File: config.mk
export PLATFORM = sky130hd
export DESIGN_NAME = sd_block_reader
export DESIGN_NICKNAME = d
export VERILOG_FILES = /design/src/common/storage_pkg.sv /design/src/sd_block_reader.sv
export SDC_FILE = /design/constraint.sdc
export NUM_CORES = 1
export LEC_CHECK = 0
export BUFFER_PORTS_ARGS = -buffer_cell sky130_fd_sc_hd__buf_2
export CAP_MARGIN = 20
export CORE_ASPECT_RATIO = 0.5
export CORE_MARGIN = 2
export CORE_UTILIZATION = 25
export CTS_BUF_LIST = sky130_fd_sc_hd__clkbuf_16
export CTS_CLUSTER_DIAMETER = 100
export DETAILED_ROUTE_END_ITERATION = 7
export SLEW_MARGIN = 20
export SYNTH_ARGS = -nofsm -noshare
export SYNTH_HDL_FRONTEND = slang
export SYNTH_SLANG_ARGS = --single-unit
File: constraint.sdc
create_clock -name clock -period 2.5 [get_ports clock]
set_clock_uncertainty 0.15 [all_clocks]
set_input_delay 0.25 -clock clock [delete_from_list [all_inputs] [get_ports clock]]
set_output_delay 0.25 -clock clock [all_outputs]
set_load 0.02 [all_outputs]
File: src/common/storage_pkg.sv
package storage_pkg;

    ////////////////////
    // SD card side

    // card byte address, advanced one block at a time
    typedef logic [31:0] sd_addr_t;
    typedef logic [7:0] sd_byte_t;

    localparam int SD_BLOCK_BYTES = 512;

    // counts bytes inside one block
    typedef logic [$clog2(SD_BLOCK_BYTES)-1:0] sd_block_count_t;

endpackage

File: src/sd_block_reader.sv
module sd_block_reader
    import storage_pkg::*;
(
    input  logic     clock,
    input  logic     reset,
    input  sd_byte_t sd_data,
    input  logic     sd_read_available,
    input  logic     fifo_empty,
    output logic     sd_rd,
    output sd_addr_t sd_addr,
    output logic     push,
    output sd_byte_t push_data
);

    // previous level of the byte strobe from the card
    logic            last_available;
    logic            byte_edge;
    // bytes pushed so far in the current block
    sd_block_count_t block_count;

    // new byte from the card on a rising edge
    assign byte_edge = sd_read_available && !last_available;

    always_ff @(posedge clock)
    begin
        // take the card byte on the strobe edge
        if (byte_edge)
        begin
            push_data <= sd_data;
        end

        if (reset)
        begin
            sd_rd          <= 1'b0;
            last_available <= 1'b0;
            push           <= 1'b0;
            block_count    <= '0;
            sd_addr        <= '0;
        end
        else
        begin
            // ask the card for data whenever the FIFO has drained
            sd_rd          <= fifo_empty;
            last_available <= sd_read_available;
            // push goes out the cycle after the byte is taken
            push           <= byte_edge;

            if (push)
            begin
                if (block_count == sd_block_count_t'(SD_BLOCK_BYTES - 1))
                begin
                    // block done, move on to the next one on the card
                    block_count <= '0;
                    sd_addr     <= sd_addr + sd_addr_t'(SD_BLOCK_BYTES);
                end
                else
                begin
                    block_count <= block_count + 1'b1;
                end
            end
        end
    end

endmodule

==> results.txt <==
Synth cell types - 33
Hold Path Class - in2reg
Cell family with most CP delay - simple AND/OR/NAND/NOR gates
Initial drt markers - 69
FF-to-FF End - sd_addr[23]
R2R cell count - 8
Fmax - 419.9 MHz
Slowest CP cell - or4_2
Leak - 0.9651 nW
Worst slew margin - 48.60%
Count leader, synth - dfxtp_1
Post-DP HPWL - 2838 um
Worst path cell trace - ha_1 > nand3_1 > nor2_2 > ha_2 > and3_1 > nand2_1 > or4_2 > mux2_2
Clk pin slew, worst setup/hold paths - 0.06 ns
Root Driver - clkbuf_16
Asr flop ratio synth - 0%
Die area - 0.008248 mm^2
FF-to-FF Start - block_count[0]
Slew @ Worst Pin - 0.7695 ns
# port buffers - 44
Final WL - 3935 um
H-tree levels - 2
Share of the synthesized area in the top cell type - 37.38%
Yosys top cell by area - dfxtp_1
GRT Residual Overflow - 0
CTS Buf Count - 5
MaxCap Viol Count - 0
Core area - 0.007295 mm^2
Main synth FF type - dfxtp_1
Final Cycle Share - 95.27%
Register area - 942.2 um^2
DR vias - 1565
Bufs on Longest Clock Path - 2
Post-synthesis cell count - 192
FF+latch count, synth - 43
Antenna Violating Nets Remaining - 0
RSZ-0062 raised after global routing - false
Area grow syn2layout - 29.17%
DRC viols - 0
Number of flops mapped to enable cells by yosys - 8
Pwr Density - 586.3 mW/mm^2
Std cell rows - 22
Setup Viol. Count Final - 0
First-pass GRT wire length - 6492 um
Diode count - 0
Final Non-Filler Cells - 347
Via count of the first global-routing pass - 1553
Vias per cell - 4.510
# clock sinks - 43
Initial Util - 25.69%
Post-route setup TNS - 0 ns
Hold Path Origin - sd_data[3]
Worst reg2reg setup slack - 0.12 ns
Setup crit start kind - register
Placed insts - 332
Hold Fails Final Rpt - 0
Synthesis Warnings - 0
Most frequent cells after synthesis - dfxtp_1 (35), nor2_1 (25), nand2_1 (13)
Worst Path Required - 2.52 ns
Worst path bufs/invs - 0
Share of cells above drive strength 1 - 27.09%
Largest cells by area after synthesis - dfxtp_1 (37%), edfxtp_1 (13%), nor2_1 (5.0%)
Die Ht - 65.23 um
Hold Path End - push_data[3]
Status - finished clean
Drt first pass iters - 4
Sequential area share after synthesis - 50.20%
Tot GR Track Use - 9.467%
CP Max Fanout - 6
# fillers - 723
Hold_ws - 0.01574 ns
Cell Area, Synth - 0.001874 mm^2
Fin crit period - 2.382 ns
Crit-path max cell delay - 0.55 ns
Synthesized area per cell - 9.762 um^2
Worst-skew pair later-pin latency - 0.28 ns
Largest net degree at the start of global routing - 33
Chip width - 126.5 um
Routed WL per cell - 11.34 um
Post-CTS Setup Bufs - 0
Util after Layout - 33.19%
Worst setup EP type - register
Hold Path Stages - 1
Area of the multi-input gates - 868.3 um^2
CTS tree - built
Antenna violations before repair - 0
Slew Viols, Final - 0
VDD IR-drop max - 0.1877 mV
Data arrival time of the worst path - 2.40 ns
Io pins - 54
Final net count - 266
Crit Path Class - reg2reg
Routability congestion estimate from global placement - 0.7996
[cells by family (layout without fill, tap and decap cells)]
group	Yosys count	in the layout	synth area share [%]
compound gates	19	19	6.074
xor+xnor	17	17	7.944
fa+ha+maj	4	4	2.670
buf+inv	18	69	5.807
flops	43	43	50.20
mux	5	5	2.804
other cells	1	9	0.2001
simple gates	85	85	24.30
[metal layers]
layer  share of wire, %  track usage [%]  vias to the layer above
met2                 50            18.11                       36
met3                3.5            1.710                        2
met1                 46            10.58                      750
li1                   -                -                      777
met5                  0                0                        -
met4               0.36            3.709                        0
[worst register-to-register path: stages, from the launching register on]
cell,delay [ns]
dfxtp_1,0.37
ha_1,0.19
nand3_1,0.10
nor2_2,0.15
ha_2,0.23
and3_1,0.18
nand2_1,0.07
or4_2,0.55
mux2_2,0.28
[cell type report]
cell class	instances	share of cell area [%]
Clock buffer	5	5.168
Clock inverter	3	0.6202
Multi-Input combinational cell	139	35.87
Inverter	4	0.6202
Timing Repair Buffer	57	13.85
Tap cell	96	4.961
Sequential cell	43	38.91
[worst max-delay path by stage]
stage,cells after the start,to,slack [ns],start
after CTS,8,sd_addr[24],0.06,block_count[0]
after global placement,8,sd_addr[23],0.13,block_count[4]
after detailed placement,8,sd_addr[23],0.05,block_count[4]
after global routing,8,sd_addr[23],0.001,block_count[0]
after floorplan,8,sd_addr[23],0.04,block_count[0]
final,8,sd_addr[23],0.12,block_count[0]
[flip-flops by register name (all words and copies together) (netlist names)]
name	count
sd_rd	1
push_data	8
last_available	1
push	1
sd_addr	23
block_count	9
[cells in the final DEF (no fill, tap or decap), types with 6 or more instances in the layout]
cell	count
dfxtp_1	34
xor2_1	10
edfxtp_1	8
o31ai_1	6
conb_1	9
nand2_1	12
xnor2_1	7
buf_4	6
a21oi_1	9
nand4_1	6
or4_1	6
dlygate4sd3_1	7
nor2_1	24
nand3_1	10
buf_2	44
[repair_timing]
action	in CTS	in global routing
endpoints found under the setup margin	0	5
endpoints found under the hold margin	7	0
gates resized for setup	0	5
hold buffers	7	0
[report_power, final]
part	internal, mW	switching, mW
sequential	0.718	0.00390
combinational	0.0252	0.0481
clock	0.363	0.261
[metrics by stage]
stage	instance area, um^2	total power, mW	worst slack (ns)
floorplan	1904	0.7905	0.04216
global placement	2196	0.8017	0.1296
detailed placement	2196	0.8037	0.05101
CTS	2406	1.443	0.05688
global route	2421	1.472	0.0009703
finish	2421	1.420	0.1182
No activity file was read; power rests on OpenSTA's default activity.
