--- src/common/sample_pkg.sv ---
package sample_pkg;

    ////////////////////
    // ring buffer and window sizes

    localparam int BUF_DEPTH  = 2048;
    localparam int WINDOW_LEN = 1024;
    // frames start every half window
    localparam int WINDOW_HOP = 512;

    ////////////////////
    // sample types

    // unsigned byte as read from the card
    typedef logic [7:0] sample_t;
    // signed byte as sent to the transform core
    typedef logic signed [7:0] frame_sample_t;
    typedef logic [$clog2(BUF_DEPTH)-1:0] buf_addr_t;

    // one ring buffer write from the pacer
    typedef struct packed {
        logic      strobe;
        buf_addr_t addr;
        sample_t   data;
    } buf_write_t;

    // one beat of the outgoing frame stream
    typedef struct packed {
        frame_sample_t data;
        logic          last;
    } frame_beat_t;

    // window streamer FSM
    typedef enum logic [1:0] {
        win_idle,
        win_read_request,
        win_read_wait,
        win_present
    } window_state_t;

endpackage

--- src/common/storage_pkg.sv ---
package storage_pkg;

    ////////////////////
    // SD card side

    // card byte address, advanced one block at a time
    typedef logic [31:0] sd_addr_t;
    typedef logic [7:0] sd_byte_t;

    localparam int SD_BLOCK_BYTES = 512;

    // counts bytes inside one block
    typedef logic [$clog2(SD_BLOCK_BYTES)-1:0] sd_block_count_t;

endpackage

--- src/sample_pacer.sv ---
module sample_pacer
    import storage_pkg::*;
    import sample_pkg::*;
#(
    parameter int SAMPLE_DIVIDER = 3125
)
(
    input  logic       clock,
    input  logic       reset,
    input  logic       fifo_empty,
    input  sd_byte_t   fifo_dout,
    output logic       pop,
    output buf_write_t sample_write
);

    localparam int DIV_WIDTH = $clog2(SAMPLE_DIVIDER);

    logic [DIV_WIDTH-1:0] div_count;
    logic                 tick;
    // fifo dout holds the popped byte this cycle
    logic                 popped;
    // next ring buffer slot to fill
    buf_addr_t            write_addr;

    // one tick every SAMPLE_DIVIDER clocks
    assign tick = (div_count == DIV_WIDTH'(SAMPLE_DIVIDER - 1));
    // skip the tick when there is nothing to play
    assign pop  = tick && !fifo_empty;

    always_ff @(posedge clock)
    begin
        // address and data of the coming strobe
        if (popped)
        begin
            sample_write.addr <= write_addr;
            sample_write.data <= sample_t'(fifo_dout);
        end

        if (reset)
        begin
            div_count           <= '0;
            popped              <= 1'b0;
            sample_write.strobe <= 1'b0;
            write_addr          <= '0;
        end
        else
        begin
            if (tick)
            begin
                div_count <= '0;
            end
            else
            begin
                div_count <= div_count + 1'b1;
            end

            popped              <= pop;
            // strobe lands two cycles after the tick
            sample_write.strobe <= popped;
            if (popped)
            begin
                // wraps around the ring buffer by width
                write_addr <= write_addr + 1'b1;
            end
        end
    end

endmodule

--- config.mk ---
export PLATFORM = sky130hd
export DESIGN_NAME = sample_pacer
export DESIGN_NICKNAME = d
export VERILOG_FILES = /design/src/common/sample_pkg.sv /design/src/common/storage_pkg.sv /design/src/sample_pacer.sv
export SDC_FILE = /design/constraint.sdc
export NUM_CORES = 1
export LEC_CHECK = 0
export ABC_CLOCK_PERIOD_IN_PS = 4900
export BUFFER_PORTS_ARGS = -buffer_cell sky130_fd_sc_hd__buf_2
export CAP_MARGIN = 25
export CORE_MARGIN = 5
export CORE_UTILIZATION = 30
export CTS_CLUSTER_SIZE = 30
export DETAILED_ROUTE_END_ITERATION = 12
export PLACE_DENSITY_LB_ADDON = 0.05
export RECOVER_POWER = 100
export SYNTH_ARGS = -nofsm -noshare
export SYNTH_HDL_FRONTEND = slang
export SYNTH_SLANG_ARGS = --single-unit
export TNS_END_PERCENT = 30
--- constraint.sdc ---
create_clock -name clock -period 4.9 [get_ports clock]
set_input_delay 0.245 -clock clock [delete_from_list [all_inputs] [get_ports clock]]
set_output_delay 0.245 -clock clock [all_outputs]
set_load 0.01 [all_outputs]
==> impl_metrics.csv <==
group,metric,value,unit
yosys,yosysTopAreaCellShare,33.83,%
worst_setup_path,worstSetupPathType,"reg2reg",
pwr,ir_worst_vdd,0.09915,mV
floorplan,num_rows,27,
pwr,total_power,608.7,uW
timing,clock.fmax,0.3732,GHz
timing,hold_viol,0,
yosys,syn_inst,138,
routing,dr.pass1.iters,4,
pwr,pwr-share-comb,2.1,%
yosys,yosys.cell_types.count,29,
flow_run,cap_violations,0,
global_routing,grt_use_met1,9.206,%
timing,rsz0062_at_grt,"no",
global_routing,antenna_found_initial,0,
timing,finalCritPeriodShare,54.69,%
placement,hpwl,2175,um
global_routing,gr-max-usage-layer,"met2",
yosys,synth_area_leaders,"edfxtp_1 34%, dfxtp_1 30%, a21oi_1 3.9%",
timing,hold_ws,0.1311,ns
pwr,intPower,488.0,uW
worst_setup_path,end_kind,"register",
routing,drc,0,
routing,vias,1188,
floorplan,core,0.005473,mm^2
cts,post-cts-setup-buffers,0,
routing,wl_per_cell,12.45,um
cts,cts_hold_buffers,0,
floorplan,initial_core_util,30.82,%
pwr,leakage,0.0006244,uW
timing,skew,0.005358,ns
routing,vias_per_cell,4.810,
routing,drt-initial-drc-count,39,
worst_setup_path,worstPathArrival,2.90,ns
status,status,"complete, no violations",
timing,fin_crit,2.680,ns
floorplan,fp.dieArea,0.007222,mm^2
yosys,ys_seq_area_share,63.50,%
global_routing,grt_pass1_vias,1109,
placement,placedCellCount,239,
pwr,power.density_cell_area,312.3,mW/mm^2
finish,nets,188,
cts,cts_buffer_depth,2,
timing,tns,0,ns
yosys,synth_top_cell_by_area,"edfxtp_1",
timing,tightest_slew,1.360,ns
finish,drive_above_1_share,11.43,%
cts,cts_max_level,2,
finish,diodes,0,
pwr,seqPwrFrac,63.3,%
placement,globalplace.congestion,0.7384,
cts,clock_latency,0.28,ns
routing,antenna_left,0,
yosys,synth.avg_cell_area,12.22,um^2
global_routing,grtUsageMet2,15.11,%
floorplan,io-pin-count,32,
cts,root_buffer,"clkbuf_8",
routing,routed_wirelength,3076,um
yosys,yosysWarnings,0,
yosys,ys_ff_latch,44,
finish,area_delta_synth_final,15.58,%
pwr,power_switching,120.7,uW
global_routing,globalRouteOverflowTotal,0,
worst_setup_path,required,5.12,ns
global_routing,grt_use_met3,2.816,%
yosys,syn_area,0.001687,mm^2
floorplan,die_y,84.98,um
placement,port_buffers,31,
finish,final_common_cell,"dfxtp_1",
hold_path,min_path_type,"in2reg",
global_routing,grtUsageTotal,8.775,%
hold_path,min-delay-start,"fifo_empty",
worst_setup_path,crit_fanout,27,
cts,numCtsBuffers,5,
timing,setup_viol,0,
global_routing,grt_max_degree,28,
yosys,syn_nets,152,
cts,cts_tree,"yes",
cts,clk_pin_slew_worst_paths,0.08,ns
cts,clock-sinks,44,
placement,dp_slack,3.328,ns
pwr,clkPwrFrac,34.5,%
finish,final_cell_mix,"25 x dfxtp_1, 24 x clkbuf_1, 19 x edfxtp_1",
finish,fin_cells,247,
global_routing,grt_pass1_wl,5037,um
worst_setup_path,cp-start-kind,"register",
cts,cts_resized,0,
worst_setup_path,critPathLaunch,"popped",
floorplan,die_w,84.98,um
pwr,sw_frac_of_total,19.82,%
timing,maxSlewHeadroom,9.334,%
worst_setup_path,regToRegStartpoint,"popped",
timing,maxSlewViolCount,0,
timing,worst_slack,2.220,ns
==> stage by stage <==
step	instance area (um^2)	utilization, %
final	1949	35.62
after global routing	1949	35.62
after CTS	2001	36.56
after detailed placement	1919	35.07
after global placement	1919	35.07
after floorplan	1687	-
==> routing by layer <==
layer / wire [um] / vias to the layer above
met3: 174 / 7
li1: - / 591
met4: 55 / 0
met5: 0 / -
met2: 1579 / 33
met1: 1266 / 557
==> flip-flops by register name, summed over array words and instances, names as in the netlist <==
| signal | count |
|---|---|
| sample_write | 20 |
| div_count | 12 |
| write_addr | 11 |
| popped | 1 |
==> area by class of cell <==
cell class,instances,area [um^2]
multi-input cells,86,555.5
flip-flops and latches,44,1071
clock inverters,1,5.005
fillers,581,3523
clock buffers,7,76.32
inverters,5,18.77
repair buffers,32,132.6
well taps,72,90.09
==> power by group through the flow <==
stage | Combinational, uW | Clock [uW] | Sequential (uW)
3_5_place_dp | 13.4 | 0 | 394
5_1_grt | 14.7 | 237 | 386
4_1_cts | 13.4 | 221 | 385
2_1_floorplan | 8.02 | 0 | 393
6_report | 13.0 | 210 | 385
3_3_place_gp | 13.2 | 0 | 394
==> worst max-delay path, stage by stage (launching register included) <==
cell      delay, ns
dfxtp_1        0.31
clkbuf_1       0.99
nand4_1        0.55
or4_1          0.62
a21oi_1        0.15
==> Yosys cell counts <==
cell	count
or3_1	4
nand4_1	6
or4_1	6
nand3_1	4
nor4b_1	1
clkbuf_1	1
nor2_1	11
o31ai_1	6
inv_1	5
edfxtp_1	19
nand3_2	2
and2_1	1
nor3_1	1
or3_2	2
xor2_1	4
nand2_1	5
o21ai_0	7
buf_6	1
buf_2	1
nor2b_1	1
nand4_4	2
dfxtp_1	25
a41o_2	1
xnor2_1	3
a21oi_1	13
nor4bb_1	1
mux2i_1	1
ha_1	3
or4b_1	1
==> worst paths after layout <==
kind,to,slack (ns),cells past startpoint
worst max-delay path,write_addr[9],2.22,4
worst min-delay path,popped,0.13,2
worst max register to register,write_addr[9],2.22,4
worst min register to register,sample_write[18],0.46,0
==> logic make-up after synthesis <==
kind of cell,Yosys count,share of synthesized area [%]
adders and majority gates,3,2.226
AOI/OAI and AO/OA,27,9.272
buffers and inverters,8,2.299
and+or+nand+nor,48,18.47
DFF,44,63.50
muxes,1,0.5935
xor gates and xnor gates,7,3.635
Note: power is estimated with default switching activity, not from simulation.
