<file path="src/common/sample_pkg.sv">
package sample_pkg;

    ////////////////////
    // ring buffer and window sizes

    localparam int BUF_DEPTH  = 2048;
    localparam int WINDOW_LEN = 1024;
    // frames start every half window
    localparam int WINDOW_HOP = 512;

    ////////////////////
    // sample types

    // unsigned byte as read from the card
    typedef logic [7:0] sample_t;
    // signed byte as sent to the transform core
    typedef logic signed [7:0] frame_sample_t;
    typedef logic [$clog2(BUF_DEPTH)-1:0] buf_addr_t;

    // one ring buffer write from the pacer
    typedef struct packed {
        logic      strobe;
        buf_addr_t addr;
        sample_t   data;
    } buf_write_t;

    // one beat of the outgoing frame stream
    typedef struct packed {
        frame_sample_t data;
        logic          last;
    } frame_beat_t;

    // window streamer FSM
    typedef enum logic [1:0] {
        win_idle,
        win_read_request,
        win_read_wait,
        win_present
    } window_state_t;

endpackage

</file>
<file path="src/audio_pwm.sv">
module audio_pwm
    import sample_pkg::*;
(
    input  logic       clock,
    input  logic       reset,
    input  buf_write_t sample_write,
    output logic       aud_pwm
);

    // sample currently being played
    sample_t    level;
    // free running ramp, one PWM period per wrap
    logic [7:0] ramp;

    always_ff @(posedge clock)
    begin
        if (reset)
        begin
            level   <= '0;
            ramp    <= '0;
            aud_pwm <= 1'b0;
        end
        else
        begin
            ramp <= ramp + 1'b1;
            if (sample_write.strobe)
            begin
                level <= sample_write.data;
            end
            // high for level cycles out of every 256
            aud_pwm <= (ramp < level);
        end
    end

endmodule

</file>
<file path="config.mk">
export PLATFORM = sky130hd
export DESIGN_NAME = audio_pwm
export DESIGN_NICKNAME = d
export VERILOG_FILES = /design/src/common/sample_pkg.sv /design/src/audio_pwm.sv
export SDC_FILE = /design/constraint.sdc
export NUM_CORES = 1
export LEC_CHECK = 0
export BUFFER_PORTS_ARGS = -buffer_cell sky130_fd_sc_hd__buf_4
export CAP_MARGIN = 10
export CORE_AREA = 2 2 54 56
export DETAILED_ROUTE_END_ITERATION = 10
export DIE_AREA = 0 0 56 58
export SYNTH_ARGS = -nofsm -noshare
export SYNTH_HDL_FRONTEND = slang
export SYNTH_SLANG_ARGS = --single-unit
</file>
<file path="constraint.sdc">
create_clock -name clock -period 2.7 [get_ports clock]
set_clock_uncertainty 0.15 [all_clocks]
set_input_delay 0.27 -clock clock [delete_from_list [all_inputs] [get_ports clock]]
set_output_delay 0.27 -clock clock [all_outputs]
set_load 0.03 [all_outputs]
</file>
==> results.md, run 1 <==
* Mean Syn Cell Area at roughly 9.5 sq um
* Core ar. at 2660 sq um
* Worst Tran Pin Value at about 0.39 ns
* Top_reg_cell synth: dfxtp_1
* Slew headroom at 0.736
* Max Cap Viol at 0
* Wire per inst at approximately 11 um
* DRT antenna net count at 0
* Gpl congestion at a little over 0.7
* Routed wl met2 at 650 um
* Setup bufs post-CTS at 0
* CP max stage cell: a2111oi_0
* R2R setup slack at between 0.9 and 1 ns
* Dominant cell type by area after synthesis: dfxtp_1
* Synth top area share at 0.437
* CTS Buf Count at 3
* WHS Path Cells at 3
* Power Total at between 0.4 and 0.5 mW
* Count leader, synth: dfxtp_1
* Fin crit share at 0.660
* Sequential cell area at ~340 sq um
* Starting Density at 0.292
* Fin Setup TNS at 0 ns
* Tmin final at about 1.8 ns
* Total Die Area at around 3200 sq um
* DR vias/cell at 4.88
* # setup viols final at 0
* Arrival @ worst endpoint at 1.79 ns
* First-pass GRT wire length at between 2000 and 2500 um
* Share of post-route cells with drive strength above 1 at 0.170
* Routed met1 length at approximately 590 um
* Cells after synthesis at between 80 and 90
* Dpl cells at 121
* Lkg Pwr at between 0.3 and 0.4 nW
* Worst hold start: sample_write[0]
* Reg2reg path depth at 4
* Max Buffers Root-to-Sink at 2
* Max layer used: met4
* Global Route Usage Sum at 0.0942
* Die Y at roughly 58 um
* Crit path max fanout at 4
* Synthesized area at a little under 800 sq um
* Seq/Total Area, Yosys at 0.437
* Hold endpoint: level[0]$_SDFFE_PP0P_
* Crit end category: flip-flop
* PD cells at between 500 and 600 nW/um^2
* Fillers at roughly 280
* Clk sinks at 17
* Yosys reg bits at 17
* Top post-synthesis cells by area: dfxtp_1, ha_1, mux2i_1
* Final nets at ~130
* FF-to-FF Start: ramp[3]$_SDFF_PP0_
* Reg clk slew, reported paths at around 0.10 ns
* H-tree levels at 1
* Hold Path Class: in2reg
* Remaining Overflow, GRT at 0
* Ant diodes at 0
* Asr flop ratio synth at 0
* Final hold vios at 0
* YS warnings at 0
* Drt total wl at 1330 um
* Non-filler instance count after layout at approximately 130
* Max incr delay on CP at around 0.44 ns
* Met3 WL at 59 um
* RSZ-0062 raised after global routing: false
* Max-slew violation count at 0
* CTS Hold Buffers Added at 0
* Crit start category: flip-flop
* Largest net degree at the start of global routing at 18
* DRT Pass-1 Iters at 4
* Starting DRT DRC Count at 6
* Worst EP required at ~2.7 ns
* RR Endpoint: aud_pwm$_SDFF_PP0_
* Synth top cells by count: dfxtp_1, nor2_1, ha_1, mux2i_1, inv_1
* Yosys cell types at 24
* Clock Latency Late Sink at a little under 0.3 ns
* CTS resizes at 0
* Via Count at roughly 600
* I/O pin total at 23
* Min Hold Slack at between 0.06 and 0.07 ns
* Cells along the critical path: ha_1 -> a211oi_1 -> o21ai_0 -> a2111oi_0
* Synth Net Count at 112
* IO Port Bufs at 11
* Antenna violations before repair at 0
* Die Wd at ~56 um
* Site Rows at 19
* HPWL Detailed at between 900 and 1000 um
* Vias in the first global route at 600
* Multi-input logic area at roughly 400 sq um
* Area Overhead vs Synth at 17.4%
* Maximum vdd drop at between 0.2 and 0.25 mV
* Clock root buffer: clkbuf_4
* FMAX at ~560 MHz
* Setup CP Type: reg2reg
* CTS tree: built
* DRC at 0
* Status: finished, final reports clean
* Final core occ at 0.343
* EDFF count, synth at 0
[final cells by class]
type / count / share of cell area
sequential: 17 / 0.373
timing repair buffer: 11 / 0.0904
multi-input combinational: 55 / 0.437
inverter: 7 / 0.0288
tap: 31 / 0.0425
clock buffer: 4 / 0.0288
[layer usage]
metal | vias to the layer above | track usage
met5 | - | 0
met4 | 0 | 0.0510
met3 | 5 | 0.0268
met2 | 14 | 0.163
met1 | 287 | 0.105
li1 | 304 | -
[how the worst max path moves through the flow]
stage	endpoint	slack, ns	depth (start not counted)	start
floorplan	aud_pwm$_SDFF_PP0_	1.17	5	level[3]$_SDFFE_PP0P_
global placement	aud_pwm$_SDFF_PP0_	1.03	5	level[3]$_SDFFE_PP0P_
detailed placement	aud_pwm$_SDFF_PP0_	0.97	5	level[3]$_SDFFE_PP0P_
CTS	aud_pwm$_SDFF_PP0_	0.91	5	level[3]$_SDFFE_PP0P_
global route	aud_pwm$_SDFF_PP0_	0.76	5	level[3]$_SDFFE_PP0P_
finish	aud_pwm$_SDFF_PP0_	0.92	4	ramp[3]$_SDFF_PP0_
[metrics by stage]
stage	setup slack, ns	cell area (sq um)
4_1_cts	0.909	913
3_5_place_dp	0.966	887
3_3_place_gp	1.03	887
5_1_grt	0.760	913
6_report	0.919	913
2_1_floorplan	1.17	778
[layout by cell type (no fill, tap or decap), types with 2 or more instances in the layout]
cell type  count
buf_4         11
nor2b_1        2
nand2_1        2
nor2_1        12
a21oi_1        4
dfxtp_1       17
o21ai_0        3
xor2_1         2
mux2i_1        8
nand3_1        3
inv_1          7
clkbuf_4       3
ha_1           8
[critical path, delay by kind of cell, from the launching register on]
| family | cells | cell delay, ns |
|---|---|---|
| flip-flops | 1 | 0.42 |
| AO/OA/AOI/OAI | 3 | 0.80 |
| adder cells (fa/ha/maj) | 1 | 0.28 |
[logic make-up (layout without fill, tap and decap cells)]
logic type	after synthesis	after routing	share of synthesized area
compound gates	12	12	0.0997
xor+xnor	3	3	0.0338
fa+ha+maj	8	8	0.129
buf+inv	10	22	0.0498
flops	17	17	0.437
mux	8	8	0.103
simple gates	24	24	0.148
[flip-flops by register name, indices dropped and copies added (netlist names)]
signal / flops
level: 8
ramp: 8
aud_pwm: 1
[power by group]
part,internal (mW),switching (mW)
Clock,0.0574,0.0773
Sequential,0.264,0.00853
Combinational,0.0319,0.0278
Total,0.353,0.114
Note: power is estimated with default switching activity, not from simulation.
==> run 2: changes to the inputs <==
- clock period: 2.7 -> 1.5 ns (I/O delays scaled with it)
==> run 2 against run 1 <==
Against the previous run: the run now ends with negative setup slack left; global-route usage rose by 2.1 points; count of clock-buffer cells in the layout fell by 1; cell count rose by 11%; flip-flop and latch count did not move; largest cell class unchanged; combinational power rose to 2.7 times the previous value.
==> results.md, run 2 (synthesis results as in run 1) <==
* Tmin final at ~1.5 ns
* Clock root buffer: clkbuf_4
* Final nets at 139
* Status: finished, violations left
* CTS tree: built
* Commonest non-fill, non-tap cells in the layout: buf_4, nor2_1, dfxtp_1
* Final worst setup slack at -0.0205 ns
* # setup viols final at 1
* Design area at between 1000 and 1500 sq um
* DR vias/cell at approximately 4.6
* Wire per inst at 11.5 um
* Total Die Area at roughly 3200 sq um
* Starting DRT DRC Count at 5
* Hold endpoint: level[1]$_SDFFE_PP0P_
* FF-to-FF Start: ramp[1]$_SDFF_PP0_
* Crit path max fanout at 2
* Clk sinks at 17
* Remaining Overflow, GRT at 0
* R2R setup slack at -0.02 ns
* I/O pin total at 23
* Max-slew violation count at 0
* Largest net degree at the start of global routing at 18
* Share of post-route cells with drive strength above 1 at 0.380
* Via Count at 643
* Ant diodes at 0
* WHS Path Cells at 3
* DP Area at a little over 900 sq um
* RR Endpoint: aud_pwm$_SDFF_PP0_
* Drt total wl at about 1600 um
* Worst EP required at between 1.5 and 2 ns
* DRT antenna net count at 0
* Fin crit share at 1.01
* Min Hold Slack at around 0.083 ns
* Pre-CTS WS at -0.166 ns
* Non-filler instance count after layout at between 100 and 150
* Crit start category: flip-flop
* Site Rows at 19
* Power Total at 0.892 mW
* Commonest non-fill, non-tap cell in the layout: buf_4
* Fin Setup TNS at -0.0205 ns
* DRT Pass-1 Iters at 2
* Regs by FF count: level (8), ramp (8), aud_pwm (1)
* Hold Path Class: in2reg
* Final hold vios at 0
* RSZ-0062 raised after global routing: true
* Global Route Usage Sum at 0.115
* IO Port Bufs at 11
* FMAX at around 660 MHz
* Starting Density at 0.292
* PD cells at a little over 800 nW/um^2
* First-pass GRT wire length at approximately 2900 um
* Dpl cells at between 100 and 150
* Area Overhead vs Synth at 42.3%
* Worst hold start: sample_write[19]
* Lkg Pwr at between 0.4 and 0.5 nW
* Reg clk slew, reported paths at ~0.11 ns
* Arrival @ worst endpoint at between 1.5 and 2 ns
* Vias in the first global route at about 700
* Slew headroom at 0.835
* DRC at 0
* CTS Buf Count at 3
* Setup bufs post-CTS at 0
* Max Cap Viol at 0
* Antenna violations before repair at 0
* Die Y at about 58 um
* H-tree levels at 1
* Core ar. at 2660 sq um
* Max Buffers Root-to-Sink at 2
* Die Wd at around 56 um
* Maximum vdd drop at just under 0.6 mV
* HPWL Detailed at approximately 1100 um
* Final core occ at 0.416
* Crit end category: flip-flop
* Worst Tran Pin Value at roughly 0.25 ns
* Clock Latency Late Sink at 0.29 ns
* Setup CP Type: reg2reg
* Reg2reg path depth at 4
* Gpl congestion at between 0.7 and 0.8
* Failing checks: negative setup slack
-- run 2: cell types whose count changed in the layout (fill, tap and decap cells not counted), sizes merged --
cell,before,now
dlygate4sd3,0,9
buf,11,16
clkbuf,4,3
clkinv,0,1
-- run 2: layout make-up --
class	count	area, sq um
Clock buffer	3	22.5
Clock inverter	1	5.00
Fill cell	267	1560
Inverter	7	26.3
Multi-Input combinational cell	55	455
Sequential cell	17	349
Tap cell	31	38.8
Timing Repair Buffer	25	210
-- run 2: timing repair --
item,CTS,global route
setup endpoints to repair,1,3
gates resized for setup,14,8
hold buffers,9,0
pin swaps,6,3
endpoints found under the hold margin,13,0
-- run 2: worst max path at each step --
stage	start	to	slack (ns)
after floorplan	level[3]$_SDFFE_PP0P_	aud_pwm$_SDFF_PP0_	0.008
after global placement	level[3]$_SDFFE_PP0P_	aud_pwm$_SDFF_PP0_	-0.12
after detailed placement	level[3]$_SDFFE_PP0P_	aud_pwm$_SDFF_PP0_	-0.17
after CTS	ramp[3]$_SDFF_PP0_	aud_pwm$_SDFF_PP0_	-0.01
after global routing	level[1]$_SDFFE_PP0P_	aud_pwm$_SDFF_PP0_	-0.11
final	ramp[1]$_SDFF_PP0_	aud_pwm$_SDFF_PP0_	-0.02
-- run 2: routing by layer --
layer,global-route usage,routed length (um),up-vias
met3,0.0290,33,2
met2,0.203,844,4
met5,0,0,-
li1,-,-,334
met1,0.132,713,303
met4,0.0510,12,0
-- run 2: power by group --
group | internal [mW] | total [mW] | switching, mW
combinational | 0.0889 | 0.159 | 0.0702
sequential | 0.477 | 0.492 | 0.0148
clock | 0.0989 | 0.241 | 0.142
-- run 2: critical path, cell delays in order, from the launching register on --
cell and delay, ns:
dfxtp_2 0.35, ha_4 0.23, o211ai_1 0.21, o21ai_1 0.13
a2111oi_2 0.36
==> run 3: changes to the inputs <==
- CORE_AREA: 2 2 54 56 -> 2 2 42 73
- DIE_AREA: 0 0 56 58 -> 0 0 44 75
==> run 3 against run 2 <==
Against the previous run: the run ends with negative hold slack left; critical path depth stayed put; design area is 1.8% higher; sequential power hardly changed; count of clock-buffer cells in the layout is 1 higher; non-clock buffer count is 2 lower; register-to-register slack better by 0.06 ns; hold slack worse by 0.083 ns; wire length is 5.4% higher; critical path type unchanged; largest cell class unchanged.
==> results.md, run 3 (synthesis results as in run 1) <==
* Status: finished, violations left
* Failing checks: negative hold slack
* Die Wd at between 40 and 50 um
* Slew headroom at 0.834
* Fillers at between 200 and 300
* Die Y at between 70 and 80 um
* Commonest non-fill, non-tap cells in the layout: buf_4, nor2_1, dfxtp_2
* Commonest non-fill, non-tap cell in the layout: buf_4
* Drt total wl at between 1500 and 2000 um
* Global Route Usage Sum at 0.122
* Share of post-route cells with drive strength above 1 at 0.406
* First-pass GRT wire length at 2850 um
* Combinational fraction of design power at 0.161
* CP Depth at 4
* Setup CP Type: reg2reg
* Vias in the first global route at 694
* Site Rows at 25
* Clock root buffer: clkbuf_8
* I/O pin total at 23
* DRT Pass-1 Iters at 3
* CTS tree: built
* Starting Density at 0.289
* Antenna violations before repair at 0
* Total Die Area at 3300 sq um
* # setup viols final at 0
* FMAX at approximately 690 MHz
* Remaining Overflow, GRT at 0
* Arrival @ worst endpoint at roughly 1.5 ns
* Crit end category: flip-flop
* Setup bufs post-CTS at 0
* Reg2reg path depth at 4
* Via Count at roughly 640
* HPWL Detailed at approximately 1100 um
* CP bufs+invs at 1
* Wire per inst at approximately 13 um
* Tmin final at roughly 1.5 ns
* Power Total at between 0.9 and 1 mW
* Lkg Pwr at about 0.45 nW
* Starting DRT DRC Count at 26
* Critical path startpoint: ramp[1]$_SDFF_PP0_
* CP top delay family: simple AND/OR/NAND/NOR gates
* Max Cap Viol at 0
* Gpl congestion at between 0.7 and 0.8
* Sw Pwr at about 0.23 mW
* Worst EP required at approximately 1.5 ns
* Final nets at 137
* Max incr delay on CP at 0.49 ns
* Final hold vios at 1
* CP max stage cell: or4_1
* Hold Path Class: in2reg
* Area Overhead vs Synth at 44.9%
* FF-to-FF Start: ramp[1]$_SDFF_PP0_
* Pre-CTS WS at -0.151 ns
* Maximum vdd drop at ~0.63 mV
* Largest net degree at the start of global routing at 18
* Max-slew violation count at 0
* H-tree levels at 1
* Ant diodes at 0
* CTS Buf Count at 3
* DRC at 0
* Cells along the critical path: buf_4 -> nand3_1 -> or4_1 -> a21oi_1
* DRT antenna net count at 0
* Crit path max fanout at 4
* Clock Power Share at 0.340
* Final worst setup slack at around 0.042 ns
* PD cells at between 800 and 900 nW/um^2
* Crit start category: flip-flop
* Regs by FF count: level (8), ramp (8), aud_pwm (1)
* IO Port Bufs at 11
* RR Endpoint: ramp[7]$_SDFF_PP0_
* Max Buffers Root-to-Sink at 2
* Reg clk slew, reported paths at 0.06 ns
* Min Hold Slack at -0.0000804 ns
* Fin crit share at 0.972
* RSZ-0062 raised after global routing: true
* Core ar. at ~2700 sq um
* Clk sinks at 17
* Sequential share of power at 0.498
* Worst Tran Pin Value at around 0.25 ns
* Net Sw Frac at 0.236
* Clock Latency Late Sink at 0.25 ns
* R2R setup slack at 0.04 ns
* Setup crit end: ramp[7]$_SDFF_PP0_
* Int Pwr at 0.756 mW
* DR vias/cell at 4.83
-- run 3: cell types whose count changed in the layout (fill, tap and decap cells not counted), moves of 2 or more --
| cell | delta |
|---|---|
| clkbuf_4 | -3 |
| clkbuf_8 | +3 |
| dfxtp_1 | -2 |
| dfxtp_2 | +2 |
| dlygate4sd3_1 | -2 |
| ha_4 | +2 |
| o21ai_1 | -2 |
-- run 3: power groups by stage --
stage / sequential (mW) / clock, mW / combinational (mW)
CTS: 0.493 / 0.350 / 0.144
detailed placement: 0.498 / 0 / 0.118
floorplan: 0.505 / 0 / 0.0646
global route: 0.496 / 0.371 / 0.176
global placement: 0.498 / 0 / 0.115
finish: 0.493 / 0.337 / 0.160
-- run 3: area by class of cell --
type / count / area [sq um] / area share
multi-input combinational: 55 / 480 / 0.426
tap: 27 / 33.8 / 0.0300
inverter: 7 / 26.3 / 0.0233
timing repair buffer: 23 / 190 / 0.169
clock buffer: 4 / 45.0 / 0.0400
sequential: 17 / 352 / 0.312
-- run 3: through the flow --
| step | cells | utilization | TNS [ns] | instance area (sq um) |
|---|---|---|---|---|
| floorplan | 82 | - | 0 | 778 |
| global placement | 122 | 0.342 | -0.122 | 920 |
| detailed placement | 122 | 0.342 | -0.151 | 920 |
| CTS | 133 | 0.401 | -0.00137 | 1080 |
| global route | 133 | 0.419 | -0.0426 | 1130 |
| finish | 133 | 0.419 | 0 | 1130 |
-- run 3: repair_timing --
item	in CTS	in global routing
gates resized for setup	15	11
endpoints found under the hold margin	7	0
pin swaps	6	3
hold buffers	7	0
setup endpoints to repair	1	3
-- run 3: layer usage --
metal	vias to the layer above	routed length, um	global-route usage
met5	-	0	0
met4	0	51	0.0909
met3	4	24	0.0216
met2	6	984	0.225
met1	305	629	0.114
li1	328	-	-
-- run 3: worst reg2reg max path, stage by stage, from the launching register on --
cell and delay, ns:
dfxtp_2 0.36, buf_4 0.12, nand3_1 0.13, or4_1 0.49, a21oi_1 0.15
-- run 3: how the worst min path moves through the flow --
| stage | endpoint | start | cells past startpoint |
|---|---|---|---|
| after detailed placement | level[6]$_SDFFE_PP0P_ | sample_write[6] | 3 |
| after global placement | level[0]$_SDFFE_PP0P_ | sample_write[0] | 3 |
| after CTS | level[4]$_SDFFE_PP0P_ | sample_write[4] | 3 |
| final | level[4]$_SDFFE_PP0P_ | sample_write[4] | 3 |
| after floorplan | level[0]$_SDFFE_PP0P_ | sample_write[0] | 2 |
| after global routing | level[4]$_SDFFE_PP0P_ | sample_write[4] | 3 |
