[config.mk]
export PLATFORM = sky130hd
export DESIGN_NAME = window_streamer
export DESIGN_NICKNAME = d
export VERILOG_FILES = /design/src/common/sample_pkg.sv /design/src/framing/window_streamer.sv
export SDC_FILE = /design/constraint.sdc
export NUM_CORES = 1
export LEC_CHECK = 0
export ABC_AREA = 1
export BUFFER_PORTS_ARGS = -buffer_cell sky130_fd_sc_hd__buf_2
export CAP_MARGIN = 20
export CORE_AREA = 2 2 70 79
export DETAILED_ROUTE_END_ITERATION = 16
export DIE_AREA = 0 0 72 81
export GPL_TIMING_DRIVEN = 0
export PLACE_DENSITY = 0.77
export SKIP_CTS_REPAIR_TIMING = 1
export SLEW_MARGIN = 10
export SYNTH_ARGS = -nofsm -noshare
export SYNTH_HDL_FRONTEND = slang
export SYNTH_SLANG_ARGS = --single-unit
[constraint.sdc]
create_clock -name clock -period 3.42 [get_ports clock]
set_input_delay 0 -clock clock [delete_from_list [all_inputs] [get_ports clock]]
set_output_delay 0 -clock clock [all_outputs]
set_load 0.01 [all_outputs]
[src/common/sample_pkg.sv]
package sample_pkg;

    ////////////////////
    // ring buffer and window sizes

    localparam int BUF_DEPTH  = 2048;
    localparam int WINDOW_LEN = 1024;
    // frames start every half window
    localparam int WINDOW_HOP = 512;

    ////////////////////
    // sample types

    // unsigned byte as read from the card
    typedef logic [7:0] sample_t;
    // signed byte as sent to the transform core
    typedef logic signed [7:0] frame_sample_t;
    typedef logic [$clog2(BUF_DEPTH)-1:0] buf_addr_t;

    // one ring buffer write from the pacer
    typedef struct packed {
        logic      strobe;
        buf_addr_t addr;
        sample_t   data;
    } buf_write_t;

    // one beat of the outgoing frame stream
    typedef struct packed {
        frame_sample_t data;
        logic          last;
    } frame_beat_t;

    // window streamer FSM
    typedef enum logic [1:0] {
        win_idle,
        win_read_request,
        win_read_wait,
        win_present
    } window_state_t;

endpackage

[src/framing/window_streamer.sv]
module window_streamer
    import sample_pkg::*;
(
    input  logic        clock,
    input  logic        reset,
    input  buf_write_t  sample_write,
    input  logic        read_grant,
    input  logic        read_valid,
    input  sample_t     read_data,
    output logic        read_request,
    output buf_addr_t   read_addr,
    output logic        frame_valid,
    output frame_beat_t frame,
    input  logic        frame_ready
);

    localparam int HOP_WIDTH  = $clog2(WINDOW_HOP);
    localparam int BEAT_WIDTH = $clog2(WINDOW_LEN);

    window_state_t         state;
    // writes since the last hop boundary
    logic [HOP_WIDTH-1:0]  hop_count;
    // set once the first half window is in the buffer
    logic                  primed;
    logic                  trigger;
    buf_addr_t             trigger_addr;
    // one held window start
    logic                  pending;
    buf_addr_t             pending_addr;
    logic                  take_pending;
    logic [BEAT_WIDTH-1:0] beat_count;

    ////////////////////
    // window trigger

    // fires on the write that completes a hop, from the second hop on
    assign trigger = sample_write.strobe && primed &&
                     (hop_count == HOP_WIDTH'(WINDOW_HOP - 1));
    // oldest of the last WINDOW_LEN samples
    assign trigger_addr = sample_write.addr - buf_addr_t'(WINDOW_LEN - 1);
    assign take_pending = (state == win_idle) && pending;

    assign read_request = (state == win_read_request);
    assign frame_valid  = (state == win_present);

    always_ff @(posedge clock)
    begin
        if (reset)
        begin
            hop_count <= '0;
            primed    <= 1'b0;
            pending   <= 1'b0;
        end
        else
        begin
            if (sample_write.strobe)
            begin
                hop_count <= hop_count + 1'b1;
                if (hop_count == HOP_WIDTH'(WINDOW_HOP - 1))
                begin
                    primed <= 1'b1;
                end
            end
            // a trigger with the slot already taken is dropped
            if (trigger && (!pending || take_pending))
            begin
                pending <= 1'b1;
            end
            else if (take_pending)
            begin
                pending <= 1'b0;
            end
        end
        // start address rides along with the pending flag
        if (trigger && (!pending || take_pending))
        begin
            pending_addr <= trigger_addr;
        end
    end

    ////////////////////
    // streaming FSM

    always_ff @(posedge clock)
    begin
        if (reset)
        begin
            state <= win_idle;
        end
        else
        begin
            case (state)
                win_idle:
                begin
                    if (pending)
                    begin
                        read_addr  <= pending_addr;
                        beat_count <= '0;
                        state      <= win_read_request;
                    end
                end
                win_read_request:
                begin
                    // wait out any writer cycles
                    if (read_grant)
                    begin
                        state <= win_read_wait;
                    end
                end
                win_read_wait:
                begin
                    if (read_valid)
                    begin
                        // flip MSB for offset binary to signed
                        frame.data <= frame_sample_t'({~read_data[7], read_data[6:0]});
                        frame.last <= (beat_count == BEAT_WIDTH'(WINDOW_LEN - 1));
                        state      <= win_present;
                    end
                end
                win_present:
                begin
                    // beat held stable until the core takes it
                    if (frame_ready)
                    begin
                        // address wraps modulo BUF_DEPTH by width
                        read_addr  <= read_addr + 1'b1;
                        beat_count <= beat_count + 1'b1;
                        state      <= frame.last ? win_idle : win_read_request;
                    end
                end
                default:
                begin
                    state <= win_idle;
                end
            endcase
        end
    end

endmodule

==> impl_metrics.yaml, run 1 <==
critical_path:
  setup.worst_path.start_class: "register"
  worstPathRequired_ps: 3350
  r2r_cells: 6
  timing.setup.critical_path_class: "reg2reg"
  critical-path-max-stage-delay_ps: 690
  path_buf_inv: 0
  setup.worst_path.end_class: "register"
  worstPathArrival_ps: 2290
  crit_path_max_fanout: 12
  rr_startpoint: "hop_count[0]"
  crit_family: "simple AND/OR/NAND/NOR gates"
  path_common_cell: "ha_1"
  timing.rr.end: "pending_addr[10]"
  reg2reg_slack_ps: 1060
  critical_path.cell_chain: "ha_1 -> nand2_1 -> nor4b_1 -> ha_1 -> nand3_1 -> nor2_1"
  timing.critical_path.slowest_stage_cell: "nor2_1"
status:
  run_status: "finished, final reports clean"
synthesis:
  syn-cell-area_um2: 2660
  sequential_fraction_of_the_synthesis_area: 0.561
  synth_top_area_cell: "edfxtp_1"
  synth_top_cells_by_area: "edfxtp_1 (46%), nand2_1 (10%), dfxtp_1 (9.8%)"
  yosys_register_bits: 54
  yosys_warnings: 0
  synth.avg_cell_area_um2: 9.23
  synth_fp_nets: 330
  yosysTopAreaCellShare: 0.463
  synthesis.instances: 288
  synth.distinct_cells: 29
clock_tree:
  clock_tree_from_tritoncts: "done"
  numCtsBuffers: 5
  cts.path.max_buffers: 2
  cts.sink_count: 54
  clock_latency_late_sink_ps: 300
  cts.clk_slew.worst_paths_ps: 100
  h-tree-depth: 2
  clock_tree.root_cell: "clkbuf_8"
power_and_ir_drop:
  p_seq_frac: 0.583
  report.power.total_mw: 1.21
  power_density_nw_per_um2: 374
  total_leakage_power_nw: 1.38
  power_frac_comb: 0.046
  clock_power_share: 0.372
  intPower_mw: 0.984
  switching_power_mw: 0.225
  worst_ir_drop_vdd_mv: 0.232
  p_sw_frac: 0.186
sta:
  post-route-worst-setup-slack_ps: 1060
  max-slew-margin-rel: 0.397
  fin_skew_ps: 12.1
  final_hold_slack_ps: 5.36
  final_max_slew_viol_count: 0
  achievable-frequency_mhz: 424
  setup_violations: 0
  finalCriticalPeriod_ps: 2360
  final_hold_violation_count: 0
  timing_worst_slew_pin_value_ps: 902
  post-route-period-util: 0.690
  grt_setup_unrepaired: "no"
cells_and_area:
  layout.cells.most_common: "nand2_1"
  layout.cells.most_common_list: "nand2_1 (72), buf_2 (46), edfxtp_1 (41)"
  num-fill-cells: 419
  finalNetCount: 395
  antenna_cell_count: 0
  finalNonFillerCells: 414
  post_route_cells_drive_above_1_share: 0.195
  area_taken_by_multi_input_logic_gates_um2: 1020
  postLayoutCellArea_um2: 3240
  regArea_um2: 1490
  areaGrowthSynthToFinish_pct: 21.7
worst_hold_path:
  hold_path.startpoint: "sample_write[16]"
  timing.hold.worst_endpoint: "pending_addr[8]"
  hold_path_cells: 3
  min-delay-path-class: "in2reg"
grt:
  maximum_number_of_pins_on_one_net_before_global_route_repair: 17
  wire_length_of_the_first_global_routing_pass_mm: 7.42
  globalRouteOverflowTotal: 0
  track_usage: 0.162
  antenna_found_initial: 0
  first_global_vias: 1753
placement:
  finalWeightedCongestion: 0.733
  numPlacedInstances: 394
  number_of_port_buffers: 45
  place_worst_setup_slack_ps: 1050
  placedInstanceArea_um2: 2980
  place.detailed.hpwl_mm: 3.46
floorplanning:
  top_level_ports: 55
  die_area_um2: 5830
  floorplan.rows: 28
  initial_utilization: 0.516
  die_height_um: 81
  die-width_um: 72
  core_area_um2: 5150
route:
  detailedRoute.firstIterationViolations: 124
  drc: 0
  wl_per_cell_um: 11.3
  wl_mm: 4.69
  avgViaCountPerCell: 4.96
  detail-route-antenna-nets: 0
  vias: 2052
  detailedRoute.firstPassIterationCount: 4
job:
  max-cap-violations: 0
[cell usage after synthesis (all sizes together)]
| library cell | instances |
|---|---|
| edfxtp | 41 |
| ha | 9 |
| o21a | 1 |
| clkinv | 1 |
| dfxtp | 13 |
| or2 | 1 |
| a211oi | 1 |
| inv | 34 |
| a21oi | 15 |
| o21bai | 1 |
| buf | 4 |
| nand4 | 2 |
| xor2 | 7 |
| nor3 | 5 |
| nor4b | 1 |
| nand3 | 25 |
| a31oi | 1 |
| xnor2 | 3 |
| o21ai | 12 |
| o31ai | 1 |
| nand2 | 72 |
| nor2 | 38 |
[sequential cells by signal, summed over array words and instances (netlist names)]
signal and flops:
state 2, pending_addr 11, hop_count 9, read_addr 11
pending 1, beat_count 10, primed 1, frame 9
[power groups by stage]
stage          sequential (mW)  combinational [mW]  clock [mW]
2_1_floorplan            0.719              0.0228           0
6_report                 0.704              0.0553       0.449
3_5_place_dp             0.720              0.0442           0
4_1_cts                  0.704              0.0444       0.459
3_3_place_gp             0.719              0.0423           0
5_1_grt                  0.705              0.0623       0.481
[how the worst max path moves through the flow]
stage / startpoint / cells past startpoint / to
after floorplan: state[0] / 5 / beat_count[0]
after global placement: state[0] / 5 / read_addr[10]
after detailed placement: hop_count[0] / 6 / pending_addr[10]
after CTS: hop_count[0] / 6 / pending_addr[10]
after global routing: hop_count[0] / 6 / pending_addr[6]
final: hop_count[0] / 6 / pending_addr[10]
[tightest hold or removal path: stages]
cell and delay (ps):
buf_2 100, nand2_1 50, nand2_1 50
[kinds of logic after synthesis]
logic type               share of synthesized area
AO/OA/AOI/OAI                               0.0645
XOR/XNOR                                    0.0329
adder cells (fa/ha/maj)                     0.0424
buffers and inverters                       0.0598
flip-flops                                   0.561
AND/OR/NAND/NOR                              0.240
[per-layer routing]
layer,up-vias,track usage,part of all wire
met5,-,0,0
met4,0,0.0623,0.016
met3,6,0.0385,0.048
met2,45,0.292,0.50
met1,919,0.185,0.44
li1,1082,-,-
[metrics by stage]
stage	util	TNS, ps
after global placement	0.575	-3290
after CTS	0.605	0
after global routing	0.628	0
after detailed placement	0.579	0
final	0.628	0
after floorplan	-	0
[area by class of cell]
type	count	share of cell area
sequential	54	0.461
multi-input combinational	195	0.316
buffer	4	0.00851
inverter	35	0.0406
timing repair buffer	58	0.110
clock buffer	8	0.0410
tap	60	0.0232
(Power assumes the default switching activity.)
==> run 2: changes to the inputs <==
clock period = 2.25 ns   (was 3.42 ns; I/O delays follow)
==> run 2 against run 1 <==
Compared with the run above: the run now ends with negative hold slack left; worst setup slack lost 770 ps; non-clock buffer count down 1; sequential power increased by 52%; clock power increased by 18%; cell area down 1.4%; first-iteration DRC count decreased by 0.81%; count of clock-buffer cells in the layout decreased by 3.
==> impl_metrics.yaml, run 2 (synthesized netlist as in run 1, its figures left out) <==
critical_path:
  reg2reg_slack_ps: 290
  critical-path-max-stage-delay_ps: 390
  crit_family: "simple AND/OR/NAND/NOR gates"
  critical_path.cell_chain: "ha_1 -> nand2_1 -> nor4b_1 -> ha_1 -> nand3_1 -> nor2_4"
  path_depth: 6
  worstPathArrival_ps: 1940
  setup.worst_path.end_class: "register"
  worstPathRequired_ps: 2230
  setup.worst_path.start_class: "register"
  crit_path_max_fanout: 12
  timing.setup.critical_path_class: "reg2reg"
  timing.rr.end: "pending_addr[1]"
  path_buf_inv: 0
  r2r_cells: 6
  rr_startpoint: "hop_count[0]"
  timing.critical_path.slowest_stage_cell: "dfxtp_1"
  path_common_cell: "ha_1"
cells_and_area:
  area_taken_by_multi_input_logic_gates_um2: 1030
  layout.cells.most_common_list: "nand2_1 (72), buf_2 (46), edfxtp_1 (41)"
  regArea_um2: 1490
  layout.cells.most_common: "nand2_1"
  finalNonFillerCells: 413
  finalNetCount: 394
  antenna_cell_count: 0
  biggest_regs: "pending_addr: 11 flops, read_addr: 11 flops, beat_count: 10 flops"
  post_route_cells_drive_above_1_share: 0.198
  areaGrowthSynthToFinish_pct: 20.0
  num-fill-cells: 435
  postLayoutCellArea_um2: 3190
placement:
  place.detailed.hpwl_mm: 3.45
  finalWeightedCongestion: 0.758
  placedInstanceArea_um2: 2990
  numPlacedInstances: 394
  number_of_port_buffers: 45
worst_hold_path:
  hold_path.startpoint: "sample_write[17]"
  hold_path_cells: 3
  timing.hold.worst_endpoint: "pending_addr[9]"
  min-delay-path-class: "in2reg"
sta:
  final_max_slew_viol_count: 0
  fin_skew_ps: 11.0
  fin_tns_setup_ps: 0
  max-slew-margin-rel: 0.540
  post-route-period-util: 0.872
  timing_worst_slew_pin_value_ps: 687
  grt_setup_unrepaired: "no"
  final_hold_slack_ps: -16.6
  final_hold_violation_count: 1
  finalCriticalPeriod_ps: 1960
  setup_violations: 0
  achievable-frequency_mhz: 510
floorplanning:
  die_height_um: 81
  die_area_um2: 5830
  die-width_um: 72
  core_area_um2: 5150
  floorplan.rows: 28
  top_level_ports: 55
  initial_utilization: 0.516
clock_tree:
  cts.clk_slew.worst_paths_ps: 90
  clock_tree_from_tritoncts: "done"
  cts.sink_count: 54
  clock_tree.root_cell: "clkbuf_8"
  numCtsBuffers: 5
  clock_latency_late_sink_ps: 310
  cts.path.max_buffers: 2
  h-tree-depth: 2
grt:
  globalRouteOverflowTotal: 0
  maximum_number_of_pins_on_one_net_before_global_route_repair: 18
  wire_length_of_the_first_global_routing_pass_mm: 7.51
  track_usage: 0.161
  first_global_vias: 1785
  antenna_found_initial: 0
power_and_ir_drop:
  worst_ir_drop_vdd_mv: 0.297
  report.power.total_mw: 1.68
  total_leakage_power_nw: 1.35
  power_density_nw_per_um2: 527
route:
  avgViaCountPerCell: 4.99
  vias: 2060
  drc: 0
  detailedRoute.firstIterationViolations: 123
  detail-route-antenna-nets: 0
  wl_mm: 4.74
  detailedRoute.firstPassIterationCount: 4
  wl_per_cell_um: 11.5
status:
  violations: "negative hold slack"
  run_status: "finished with violations"
job:
  max-cap-violations: 0
==> run 2: tightest hold or removal path, stage by stage <==
cell and delay (ps):
buf_2 80, nand2_1 50, nand2_1 50
==> run 2: routing by layer <==
layer  up-vias  track usage  share of wire
li1       1078            -              -
met5         -            0              0
met3         8       0.0335          0.034
met2        38        0.277           0.49
met1       936        0.210           0.46
met4         0       0.0396          0.016
==> run 2: power breakdown <==
part           internal (mW)  leakage, nW  switching [mW]  total [mW]
clock                  0.220       0.0483           0.312       0.531
sequential              1.07        0.503         0.00351        1.07
combinational         0.0420        0.803          0.0393      0.0813
total                   1.33         1.35           0.354        1.68
==> run 2: layout make-up <==
class                           count  share of cell area
Buffer                              4             0.00862
Sequential cell                    54               0.467
Inverter                           35              0.0412
Multi-Input combinational cell    195               0.322
Clock buffer                        5              0.0216
Clock inverter                      3             0.00588
Tap cell                           60              0.0235
Timing Repair Buffer               57               0.110
==> run 2: how the worst max path moves through the flow <==
stage / start / endpoint / slack, ps
after floorplan: state[0] / beat_count[0] / 50
after CTS: hop_count[0] / pending_addr[3] / -110
after global placement: state[0] / read_addr[10] / -320
final: hop_count[0] / pending_addr[1] / 290
after global routing: hop_count[0] / pending_addr[1] / 100
after detailed placement: hop_count[0] / pending_addr[10] / -90
==> run 2: metrics by stage <==
step	utilization	worst slack [ps]	hold WS, ps
after floorplan	-	45.9	69.1
after global placement	0.576	-321	177
after detailed placement	0.580	-88.4	179
after CTS	0.597	-107	-145
after global routing	0.620	100	2.10
final	0.620	289	-16.6
==> run 3: changes to the inputs <==
==> constraint.sdc (replaced) <==
create_clock -name clock -period 2.25 [get_ports clock]
set_input_delay 0.45 -clock clock [delete_from_list [all_inputs] [get_ports clock]]
set_output_delay 0.45 -clock clock [all_outputs]
set_load 0.01 [all_outputs]
==> run 3 against run 2 <==
Compared with the run above: the flow now finishes without violations; maximum frequency up 0.69%; final cell count shrank 2.7%; critical path depth stayed put; clock power is 2% lower; worst setup slack improved by 13 ps; first-iteration DRC count down 11%; total power decreased by 1.5%; global-route usage did not move; sequential cell count unchanged; critical endpoint unchanged; largest cell class unchanged.
==> impl_metrics.yaml, run 3 (synthesized netlist as in run 1, its figures left out) <==
cells_and_area:
  postLayoutCoreUtil: 0.598
  finalNonFillerCells: 402
  finalNetCount: 383
  antenna_cell_count: 0
  biggest_regs: "pending_addr: 11 flops, read_addr: 11 flops, beat_count: 10 flops"
  layout.cells.most_common_list: "nand2_1 (72), buf_2 (46), edfxtp_1 (41)"
  area_taken_by_multi_input_logic_gates_um2: 1030
  regArea_um2: 1490
  num-fill-cells: 453
  post_route_cells_drive_above_1_share: 0.205
  postLayoutCellArea_um2: 3080
  areaGrowthSynthToFinish_pct: 15.9
  layout.cells.most_common: "nand2_1"
sta:
  grt_setup_unrepaired: "no"
  timing_worst_slew_pin_value_ps: 707
  post-route-worst-setup-slack_ps: 302
  setup_violations: 0
  final_max_slew_viol_count: 0
  fin_skew_ps: 8.93
  max-slew-margin-rel: 0.527
  achievable-frequency_mhz: 513
  finalCriticalPeriod_ps: 1950
  post-route-period-util: 0.866
  final_hold_violation_count: 0
  final_hold_slack_ps: 316
  fin_tns_setup_ps: 0
critical_path:
  crit_path_max_fanout: 12
  setup.worst_path.end_class: "register"
  path_depth: 6
  timing.critical_path.slowest_stage_cell: "dfxtp_1"
  r2r_cells: 6
  path_buf_inv: 0
  worstPathArrival_ps: 1920
  timing.setup.critical_path_class: "reg2reg"
  worstPathRequired_ps: 2220
  critical_path.cell_chain: "ha_1 -> nand2_1 -> nor4b_1 -> ha_1 -> nand3_1 -> nor2_4"
  crit_family: "simple AND/OR/NAND/NOR gates"
  path_common_cell: "ha_1"
  critical-path-max-stage-delay_ps: 390
  setup.worst_path.start_class: "register"
power_and_ir_drop:
  total_leakage_power_nw: 1.31
  power_density_nw_per_um2: 538
  worst_ir_drop_vdd_mv: 0.303
  report.power.total_mw: 1.66
placement:
  placedInstanceArea_um2: 2990
  numPlacedInstances: 394
  place.detailed.hpwl_mm: 3.45
  finalWeightedCongestion: 0.758
  number_of_port_buffers: 45
  place_worst_setup_slack_ps: -88.4
clock_tree:
  clock_tree_from_tritoncts: "done"
  cts.path.max_buffers: 2
  cts.sink_count: 54
  clock_latency_late_sink_ps: 300
  clock_tree.root_cell: "clkbuf_8"
  h-tree-depth: 2
  numCtsBuffers: 5
  cts.clk_slew.worst_paths_ps: 100
grt:
  grt.met2_usage: 0.277
  track_usage: 0.161
  use_met1: 0.210
  globalRouteMet3Util: 0.0335
  globalRouteOverflowTotal: 0
  first_global_vias: 1785
  antenna_found_initial: 0
  maximum_number_of_pins_on_one_net_before_global_route_repair: 18
  grt-busiest-layer: "met2"
  wire_length_of_the_first_global_routing_pass_mm: 7.51
floorplanning:
  initial_utilization: 0.516
  die-width_um: 72
  die_area_um2: 5830
  top_level_ports: 55
  floorplan.rows: 28
  core_area_um2: 5150
  die_height_um: 81
route:
  drc: 0
  detailedRoute.firstIterationViolations: 109
  avgViaCountPerCell: 5.02
  detail-route-antenna-nets: 0
  wl_per_cell_um: 11.3
  vias: 2017
  wl_mm: 4.55
  detailedRoute.firstPassIterationCount: 4
job:
  max-cap-violations: 0
worst_hold_path:
  min-delay-path-class: "in2reg"
  hold_path_cells: 1
status:
  run_status: "finished, final reports clean"
-- run 3: cell count changes in the layout (fill, tap and decap cells not counted) --
cell and change:
dlygate4sd3_1 -11
-- run 3: worst paths after layout --
path                            slack, ps    startpoint              end
worst max register to register        300  hop_count[0]  pending_addr[1]
worst min-delay path                  320  read_data[2]         frame[3]
worst min register to register        470  hop_count[4]     hop_count[4]
worst max-delay path                  300  hop_count[0]  pending_addr[1]
-- run 3: worst register-to-register path, stage by stage (launching register included) --
cell	delay (ps)
dfxtp_1	390
ha_1	180
nand2_1	100
nor4b_1	290
ha_1	220
nand3_1	130
nor2_4	300
-- run 3: cell type report --
class,count,share of cell area
multi-input cells,195,0.334
clock buffers,5,0.0223
repair buffers,46,0.0780
flip-flops and latches,54,0.484
plain buffers,4,0.00893
inverters,35,0.0426
well taps,60,0.0244
clock inverters,3,0.00609
-- run 3: per-layer routing --
layer / share of wire / vias up
met1: 0.44 / 905
met4: 0.011 / 0
met5: 0 / -
met2: 0.51 / 50
met3: 0.045 / 5
li1: - / 1057
-- run 3: power breakdown --
part / leakage (nW) / total, mW / switching (mW) / internal, mW
clock network: 0.0483 / 0.522 / 0.302 / 0.219
logic: 0.757 / 0.0660 / 0.0365 / 0.0295
registers: 0.503 / 1.07 / 0.00348 / 1.07
total: 1.31 / 1.66 / 0.342 / 1.32
